`config.mk`:
```
export PLATFORM = sky130hd
export DESIGN_NAME = bitops_top
export DESIGN_NICKNAME = d
export VERILOG_FILES = /design/src/hdl/bitops_op_pkg.sv /design/src/hdl/bitops_bus_pkg.sv /design/src/hdl/bit_isolate.sv /design/src/hdl/onehot_index.sv /design/src/hdl/prio_enc.sv /design/src/hdl/bitops_ctrl.sv /design/src/hdl/bitops_top.sv
export SDC_FILE = /design/constraint.sdc
export NUM_CORES = 1
export LEC_CHECK = 0
export ABC_AREA = 1
export BUFFER_PORTS_ARGS = -buffer_cell sky130_fd_sc_hd__buf_4
export CAP_MARGIN = 20
export CORE_MARGIN = 2
export CORE_UTILIZATION = 50
export DETAILED_ROUTE_END_ITERATION = 10
export GPL_TIMING_DRIVEN = 0
export PLACE_DENSITY = 0.69
export SLEW_MARGIN = 20
export SYNTH_ARGS = -nofsm -noshare
export SYNTH_HDL_FRONTEND = slang
export SYNTH_HIERARCHICAL = 1
export SYNTH_SLANG_ARGS = --single-unit
```
`constraint.sdc`:
```
create_clock -name clk -period 8.15 [get_ports clk]
set_input_delay 1.63 -clock clk [delete_from_list [all_inputs] [get_ports clk]]
set_output_delay 1.63 -clock clk [all_outputs]
set_load 0.01 [all_outputs]
```
`src/hdl/bitops_op_pkg.sv`:
```
package bitops_op_pkg;

    ////////////////////////////////////////
    // opcodes
    ////////////////////////////////////////

    // two bits on the request bus
    typedef enum logic [1:0] {
        // two's-complement negate
        OP_NEG        = 2'd0,
        // keep only the rightmost set bit
        OP_ISO_ONE    = 2'd1,
        // log2 of a one-hot word
        OP_ONEHOT_IDX = 2'd2,
        // position of the lowest set bit
        OP_PRIO_IDX   = 2'd3
    } op_e;

    ////////////////////////////////////////
    // index width
    ////////////////////////////////////////

    // bits needed to name one position of a width-bit word
    // never below one bit
    function automatic int unsigned idx_width(input int unsigned width);
        int unsigned w;
        w = $clog2(width);
        return (w < 1) ? 1 : w;
    endfunction

endpackage: bitops_op_pkg

```
`src/hdl/bitops_bus_pkg.sv`:
```
package bitops_bus_pkg;

    ////////////////////////////////////////
    // port widths
    ////////////////////////////////////////

    // operand and result width
    localparam int unsigned DATA_W = 32;

    ////////////////////////////////////////
    // request port payload
    ////////////////////////////////////////

    // op in the upper bits, operand below
    typedef struct packed {
        bitops_op_pkg::op_e op;
        logic [DATA_W-1:0]  operand;
    } req_t;

    ////////////////////////////////////////
    // response port payload
    ////////////////////////////////////////

    // index results come zero-extended in result
    // flag meaning depends on the opcode
    //   neg:        operand was the most negative value
    //   iso:        operand nonzero
    //   onehot idx: operand was one-hot
    //   prio idx:   some bit set
    typedef struct packed {
        logic [DATA_W-1:0] result;
        logic              flag;
    } rsp_t;

endpackage: bitops_bus_pkg

```
`src/hdl/bit_isolate.sv`:
```
`timescale 1ns/1ps

module bit_isolate #(
    parameter int unsigned WIDTH = 32
)(
    // system signals
    input  logic                 clk,
    input  logic                 rst_i,
    // stage enable from the controller
    input  logic                 en_i,
    // operand
    input  logic [WIDTH-1:0]     operand_i,
    // registered results
    output bitops_bus_pkg::rsp_t neg_rsp_o,
    output bitops_bus_pkg::rsp_t iso_rsp_o
);

    ////////////////////////////////////////
    // local signals
    ////////////////////////////////////////

    localparam int unsigned DW = bitops_bus_pkg::DATA_W;
    // most negative value, only the sign bit set
    localparam logic [WIDTH-1:0] MIN_VAL = {1'b1, {(WIDTH-1){1'b0}}};

    logic [WIDTH-1:0] neg;
    logic [WIDTH-1:0] iso;

    ////////////////////////////////////////
    // datapath
    ////////////////////////////////////////

    // invert and add one
    assign neg = ~operand_i + WIDTH'(1);
    // x & -x leaves the lowest set bit
    assign iso = operand_i & neg;

    // one cycle, held while en_i is low
    always_ff @(posedge clk) begin
        if (rst_i) begin
            neg_rsp_o <= '0;
            iso_rsp_o <= '0;
        end else if (en_i) begin
            neg_rsp_o.result <= DW'(neg);
            // negation overflows only at the sign-bit value
            neg_rsp_o.flag   <= (operand_i == MIN_VAL);
            iso_rsp_o.result <= DW'(iso);
            iso_rsp_o.flag   <= |operand_i;
        end
    end

endmodule: bit_isolate

```
`src/hdl/onehot_index.sv`:
```
`timescale 1ns/1ps

module onehot_index #(
    parameter int unsigned WIDTH = 32
)(
    // system signals
    input  logic                 clk,
    input  logic                 rst_i,
    // stage enable from the controller
    input  logic                 en_i,
    // operand, expected one-hot
    input  logic [WIDTH-1:0]     operand_i,
    // registered index and one-hot flag
    output bitops_bus_pkg::rsp_t oh_rsp_o
);

    ////////////////////////////////////////
    // local signals
    ////////////////////////////////////////

    localparam int unsigned DW    = bitops_bus_pkg::DATA_W;
    localparam int unsigned IDX_W = bitops_op_pkg::idx_width(WIDTH);

    // bit i of the mask is bit k of the number i
    // k=0 gives 1010..., k=1 gives 1100..., and so on
    function automatic logic [WIDTH-1:0] pos_mask(input int unsigned k);
        logic [WIDTH-1:0] m;
        for (int unsigned i = 0; i < WIDTH; i++) begin
            m[i] = ((i >> k) & 1) != 0;
        end
        return m;
    endfunction

    logic [IDX_W-1:0] idx;
    logic [WIDTH-1:0] neg;
    logic             is_onehot;
    logic [WIDTH-1:0] operand_q;

    ////////////////////////////////////////
    // logarithm by masks
    ////////////////////////////////////////

    // with one bit set, each index bit is just an OR under its mask
    for (genvar k = 0; k < IDX_W; k++) begin : g_idx
        assign idx[k] = |(operand_i & pos_mask(k));
    end

    // one-hot when nonzero and equal to its own lowest set bit
    assign neg       = ~operand_i + WIDTH'(1);
    assign is_onehot = (operand_i != '0) && (operand_i == (operand_i & neg));

    always_ff @(posedge clk) begin
        if (rst_i) begin
            oh_rsp_o <= '0;
        end else if (en_i) begin
            // zero result for anything not one-hot
            oh_rsp_o.result <= is_onehot ? DW'(idx) : '0;
            oh_rsp_o.flag   <= is_onehot;
        end
    end

    // operand as seen by the registered result
    always_ff @(posedge clk) begin
        if (en_i) begin
            operand_q <= operand_i;
        end
    end

    // a flagged index must land on the bit that was set
    a_idx_on_set_bit: assert property (@(posedge clk) disable iff (rst_i)
        oh_rsp_o.flag |-> operand_q[oh_rsp_o.result[IDX_W-1:0]])
        else $error("onehot_index: flagged index points at a clear bit");

endmodule: onehot_index

```
`src/hdl/prio_enc.sv`:
```
`timescale 1ns/1ps

module prio_enc #(
    parameter int unsigned WIDTH = 32
)(
    // system signals
    input  logic                 clk,
    input  logic                 rst_i,
    // stage enable from the controller
    input  logic                 en_i,
    // request vector, bit 0 wins
    input  logic [WIDTH-1:0]     operand_i,
    // registered lowest index and any-set flag
    output bitops_bus_pkg::rsp_t pe_rsp_o
);

    ////////////////////////////////////////
    // local signals
    ////////////////////////////////////////

    localparam int unsigned DW    = bitops_bus_pkg::DATA_W;
    localparam int unsigned IDX_W = bitops_op_pkg::idx_width(WIDTH);

    logic             any_set;
    logic [IDX_W-1:0] low_idx;

    ////////////////////////////////////////
    // reduction tree
    ////////////////////////////////////////

    // level l holds WIDTH>>l nodes, each a valid and the lowest index below it
    // pairs merge with the lower half taking priority
    for (genvar l = 0; l <= IDX_W; l++) begin : g_lvl
        localparam int unsigned N = WIDTH >> l;
        logic [N-1:0]     v;
        logic [IDX_W-1:0] idx [N];
        if (l == 0) begin : g_leaf
            // leaves are the operand bits, index is the bit position
            for (genvar i = 0; i < N; i++) begin : g_bit
                assign v[i]   = operand_i[i];
                assign idx[i] = IDX_W'(i);
            end
        end else begin : g_pair
            for (genvar i = 0; i < N; i++) begin : g_node
                assign v[i]   = g_lvl[l-1].v[2*i] | g_lvl[l-1].v[2*i+1];
                assign idx[i] = g_lvl[l-1].v[2*i] ? g_lvl[l-1].idx[2*i]
                                                  : g_lvl[l-1].idx[2*i+1];
            end
        end
    end

    // root of the tree
    assign any_set = g_lvl[IDX_W].v[0];
    assign low_idx = g_lvl[IDX_W].idx[0];

    always_ff @(posedge clk) begin
        if (rst_i) begin
            pe_rsp_o <= '0;
        end else if (en_i) begin
            // root index is meaningless for a zero operand
            pe_rsp_o.result <= any_set ? DW'(low_idx) : '0;
            pe_rsp_o.flag   <= any_set;
        end
    end

endmodule: prio_enc

```
`src/hdl/bitops_ctrl.sv`:
```
`timescale 1ns/1ps

module bitops_ctrl (
    // system signals
    input  logic                              clk,
    input  logic                              rst_i,
    // request port
    input  logic                              req_valid_i,
    output logic                              req_ready_o,
    input  bitops_bus_pkg::req_t              req_i,
    // response port
    output logic                              rsp_valid_o,
    input  logic                              rsp_ready_i,
    output bitops_bus_pkg::rsp_t              rsp_o,
    // datapath control
    output logic                              en_o,
    output logic [bitops_bus_pkg::DATA_W-1:0] operand_o,
    // datapath results one cycle after en_o
    input  bitops_bus_pkg::rsp_t              neg_rsp_i,
    input  bitops_bus_pkg::rsp_t              iso_rsp_i,
    input  bitops_bus_pkg::rsp_t              oh_rsp_i,
    input  bitops_bus_pkg::rsp_t              pe_rsp_i
);

    ////////////////////////////////////////
    // local signals
    ////////////////////////////////////////

    // stage 1 tracks what the datapath registers hold
    logic                 s1_valid;
    bitops_op_pkg::op_e   s1_op;
    // result picked by the stage-1 opcode
    bitops_bus_pkg::rsp_t sel_rsp;

    ////////////////////////////////////////
    // handshake and enable
    ////////////////////////////////////////

    // whole pipe moves unless the output is full and not taken
    assign en_o        = !rsp_valid_o || rsp_ready_i;
    assign req_ready_o = en_o;
    // operand goes straight to the datapath
    // captured there on en_o
    assign operand_o   = req_i.operand;

    ////////////////////////////////////////
    // stage 1
    ////////////////////////////////////////

    // valid and op run beside the datapath registers
    always_ff @(posedge clk) begin
        if (rst_i) begin
            s1_valid <= 1'b0;
            s1_op    <= bitops_op_pkg::OP_NEG;
        end else if (en_o) begin
            s1_valid <= req_valid_i;
            s1_op    <= req_i.op;
        end
    end

    ////////////////////////////////////////
    // result select and output stage
    ////////////////////////////////////////

    always_comb begin
        case (s1_op)
            bitops_op_pkg::OP_NEG:        sel_rsp = neg_rsp_i;
            bitops_op_pkg::OP_ISO_ONE:    sel_rsp = iso_rsp_i;
            bitops_op_pkg::OP_ONEHOT_IDX: sel_rsp = oh_rsp_i;
            bitops_op_pkg::OP_PRIO_IDX:   sel_rsp = pe_rsp_i;
            default:                      sel_rsp = neg_rsp_i;
        endcase
    end

    // output valid
    always_ff @(posedge clk) begin
        if (rst_i) begin
            rsp_valid_o <= 1'b0;
        end else if (en_o) begin
            rsp_valid_o <= s1_valid;
        end
    end

    // output payload frozen while stalled
    always_ff @(posedge clk) begin
        if (en_o) begin
            rsp_o <= sel_rsp;
        end
    end

    ////////////////////////////////////////
    // checks
    ////////////////////////////////////////

    // a stalled response holds until taken
    a_rsp_hold: assert property (@(posedge clk) disable iff (rst_i)
        rsp_valid_o && !rsp_ready_i |=> rsp_valid_o && $stable(rsp_o))
        else $error("bitops_ctrl: response changed while stalled");

    // a request offered to an empty output stage lands in stage 1
    a_ready_when_empty: assert property (@(posedge clk) disable iff (rst_i)
        !rsp_valid_o && req_valid_i |=> s1_valid)
        else $error("bitops_ctrl: request blocked with empty output stage");

endmodule: bitops_ctrl

```
`src/hdl/bitops_top.sv`:
```
`timescale 1ns/1ps

module bitops_top (
    // system signals
    input  logic                 clk,
    input  logic                 rst_i,
    // request port
    input  logic                 req_valid_i,
    output logic                 req_ready_o,
    input  bitops_bus_pkg::req_t req_i,
    // response port
    output logic                 rsp_valid_o,
    input  logic                 rsp_ready_i,
    output bitops_bus_pkg::rsp_t rsp_o
);

    ////////////////////////////////////////
    // local signals
    ////////////////////////////////////////

    // datapath width follows the bus
    localparam int unsigned WIDTH = bitops_bus_pkg::DATA_W;

    logic                 en;
    logic [WIDTH-1:0]     operand;
    bitops_bus_pkg::rsp_t neg_rsp;
    bitops_bus_pkg::rsp_t iso_rsp;
    bitops_bus_pkg::rsp_t oh_rsp;
    bitops_bus_pkg::rsp_t pe_rsp;

    ////////////////////////////////////////
    // control
    ////////////////////////////////////////

    bitops_ctrl u_ctrl (
        .clk         (clk),
        .rst_i       (rst_i),
        .req_valid_i (req_valid_i),
        .req_ready_o (req_ready_o),
        .req_i       (req_i),
        .rsp_valid_o (rsp_valid_o),
        .rsp_ready_i (rsp_ready_i),
        .rsp_o       (rsp_o),
        .en_o        (en),
        .operand_o   (operand),
        .neg_rsp_i   (neg_rsp),
        .iso_rsp_i   (iso_rsp),
        .oh_rsp_i    (oh_rsp),
        .pe_rsp_i    (pe_rsp)
    );

    ////////////////////////////////////////
    // datapath blocks
    ////////////////////////////////////////

    // negate and rightmost-bit isolate share one negation
    bit_isolate #(
        .WIDTH (WIDTH)
    ) u_isolate (
        .clk       (clk),
        .rst_i     (rst_i),
        .en_i      (en),
        .operand_i (operand),
        .neg_rsp_o (neg_rsp),
        .iso_rsp_o (iso_rsp)
    );

    onehot_index #(
        .WIDTH (WIDTH)
    ) u_onehot (
        .clk       (clk),
        .rst_i     (rst_i),
        .en_i      (en),
        .operand_i (operand),
        .oh_rsp_o  (oh_rsp)
    );

    prio_enc #(
        .WIDTH (WIDTH)
    ) u_prio (
        .clk       (clk),
        .rst_i     (rst_i),
        .en_i      (en),
        .operand_i (operand),
        .pe_rsp_o  (pe_rsp)
    );

endmodule: bitops_top

```
==> flow_summary.json <==
{
  "status": "complete, no violations",
  "min_period_ps": 4280,
  "clkSinkCount": 114,
  "slew_violations": 0,
  "postRouteAntennaNets": 0,
  "fp.dieH_um": 128,
  "start_util_pct": 51.1,
  "final_util_pct": 60.2,
  "yosysWarnings": 6,
  "grt_setup_unrepaired": "no",
  "synth_ff_type": "dfxtp_1",
  "final_nets": 1209,
  "syn_inst": 1028,
  "hold_depth": 2,
  "p_total_mw": 1.73,
  "fmax_ghz": 0.234,
  "synth_area_per_cell_um2": 7.53,
  "rr_worst_depth": 13,
  "drt_iter0_markers": 594,
  "vdd_ir_drop_max_uv": 148,
  "ff2ff_setup_slack_ps": 6070,
  "antenna_found_initial": 0,
  "period_share_pct": 52.5,
  "rows": 45,
  "maxSlewHeadroom_pct": 52.4,
  "ys_seq_elements": 114,
  "cts_buffer_depth": 2,
  "grt_pass1_vias": 6717,
  "drv_cap": 0,
  "die-width_um": 128,
  "critPathKind": "input port to output pin",
  "postCtsSetupBuffers": 0,
  "setup_slack_ps": 3870,
  "reg2reg_from": "u_ctrl/rsp_valid_o",
  "grt_max_degree": 54,
  "dpl_cell_area_um2": 8480,
  "grt_remaining_overflow": 0,
  "tns_ps": 0,
  "crit_fanout": 53,
  "synth-edff-count": 33,
  "worstSetupStartpointType": "input port",
  "hp-start": "u_onehot/oh_rsp_o[3]",
  "ys_seq_area_share_pct": 33.7,
  "postCtsHoldBufs": 0,
  "syn_area_um2": 7740,
  "wire_per_inst_um": 16.0,
  "syn2layout_area_growth_pct": 17.8,
  "path_clk_slew_ps": 50,
  "powerDensity_nw_per_um2": 189,
  "clock_latency_ps": 410,
  "worst_pin_slew_ps": 713,
  "setup_viol_count_final": 0,
  "worstHoldEndpoint": "u_onehot/oh_rsp_o[3]",
  "drive_gt1_share_pct": 24.7,
  "cp.arrival_ps": 2650,
  "hold_path_class": "register to register",
  "pin_count": 73,
  "finalHoldViolCount": 0,
  "place_hpwl_mm": 15.4,
  "numCtsBuffers": 17,
  "pre_cts_ws_ps": 3840,
  "grt_pass1_wl_mm": 34.1,
  "antenna_cells": 0,
  "cts-resized-gates": 0,
  "h-tree-depth": 4,
  "worstSetupEndpointType": "output pin",
  "core-area_um2": 15100,
  "clock_skew_ps": 8.42,
  "vias": 7110,
  "dr.pass1.iters": 7,
  "async_flop_share_pct": 0,
  "cts_tree": "built",
  "crit_required_ps": 6520,
  "root_buffer": "clkbuf_16",
  "globalRouteTotalUtil_pct": 26.5,
  "postRouteWirelength_mm": 21.4,
  "p_leak_nw": 4.09,
  "die_area_um2": 16500,
  "r2r-end": "u_onehot/oh_rsp_o[5]",
  "final_area_um2": 9120,
  "drc": 0,
  "vias_per_cell": 5.31,
  "place_congestion": 0.910,
  "io_buffers": 40,
  "synthDistinctLibCells": 40
}
==> cells in the final DEF, fill, tap and decap left out, types with 4 or more instances in the layout <==
master and count:
inv_1 49, nor4_1 7, nor3_1 11, o21ai_1 9, nand2_1 143, edfxtp_1 33, nand3_1 99, inv_2 8
o21ai_0 80, nand2_2 11, nor2_1 160, buf_4 129, bufinv_16 5, clkbuf_16 17, nand3_2 20, ha_1 32
clkinv_2 4, nor2_4 17, nand4_1 37, a21oi_1 52, conb_1 54, buf_6 5, clkbuf_1 11, dfxtp_1 81
nand2_4 7, nor2_2 17, buf_2 21
==> critical path, stage by stage <==
cell     delay [ps]
buf_4           100
inv_1            80
nand2_4         380
buf_4           300
buf_4           130
==> registers in the layout (all words and copies together) (netlist names) <==
| signal | cells |
|---|---|
| u_ctrl/rsp_o | 33 |
| u_ctrl/rsp_valid_o | 1 |
| u_ctrl/s1_op | 2 |
| u_ctrl/s1_valid | 1 |
| u_isolate/iso_rsp_o | 32 |
| u_isolate/neg_rsp_o | 33 |
| u_onehot/oh_rsp_o | 6 |
| u_prio/pe_rsp_o | 6 |
==> area by class of cell <==
cell class | count | area (um2)
Buffer | 132 | 976
Clock buffer | 17 | 425
Clock inverter | 15 | 214
Fill cell | 1426 | 6020
Inverter | 58 | 218
Multi-Input combinational cell | 776 | 4140
Sequential cell | 114 | 2610
Tap cell | 188 | 235
Timing Repair Buffer | 40 | 300
==> power by group <==
group          internal (mW)  switching (mW)  total (mW)
registers              0.627          0.0151       0.642
clock network          0.540           0.269       0.809
logic                  0.110           0.165       0.275
==> routing by layer <==
| metal | share of wire [%] | vias up | GRT usage (%) | wire length (um) |
|---|---|---|---|---|
| li1 | - | 3556 | - | - |
| met1 | 46 | 3266 | 35.7 | 9800 |
| met2 | 47 | 266 | 44.3 | 10000 |
| met3 | 6.2 | 22 | 4.20 | 1330 |
| met4 | 1.4 | 0 | 7.50 | 294 |
| met5 | 0 | - | 0 | 0 |
==> worst max-delay path by stage <==
stage	endpoint	from	cells after the start
floorplan	req_ready_o	rsp_ready_i	3
global placement	req_ready_o	rsp_ready_i	5
detailed placement	req_ready_o	rsp_ready_i	5
CTS	req_ready_o	rsp_ready_i	5
global route	req_ready_o	rsp_ready_i	5
finish	req_ready_o	rsp_ready_i	5
==> Yosys cell counts (2+ instances only) <==
cell type    n  area share [%]
nand2_2     11            0.89
conb_1       2           0.097
buf_12       3            0.78
nor3_2       2            0.26
nand3_1     99             6.4
nor2_1     160             7.8
nor4_1       7            0.57
edfxtp_1    33              13
buf_8        3            0.58
inv_2        8            0.39
a21oi_1     52             3.4
nand2_4      6            0.87
nor2_2      17             1.4
nand2_1    144             7.0
o21ai_1      9            0.58
ha_1        32             5.2
o21ai_2      2            0.23
o21ai_0     80             5.2
buf_4       89             8.6
nand3_2     20             2.6
or2_2        2            0.16
nor2_4      17             2.5
nand3b_1     2            0.19
nand4_1     37             3.0
inv_1       49             2.4
nor2_8       3            0.78
nand4_4      2            0.55
clkbuf_1    11            0.53
dfxtp_1     81              21
buf_2       21             1.4
buf_6        5            0.73
nor3_1      11            0.71
==> kinds of logic after synthesis <==
family | synth area share (%)
other | 0.0970
and+or+nand+nor | 35.8
AOI/OAI and AO/OA | 9.74
adders and majority gates | 5.17
buffers and inverters | 15.4
DFF | 33.7
==> stage by stage <==
step           hold slack, ps  std cells
2_1_floorplan             435       1080
3_5_place_dp              458       1308
6_report                  469       1340
4_1_cts                   466       1340
5_1_grt                   482       1340
3_3_place_gp              451       1308
Note: power is estimated with default switching activity, not from simulation.
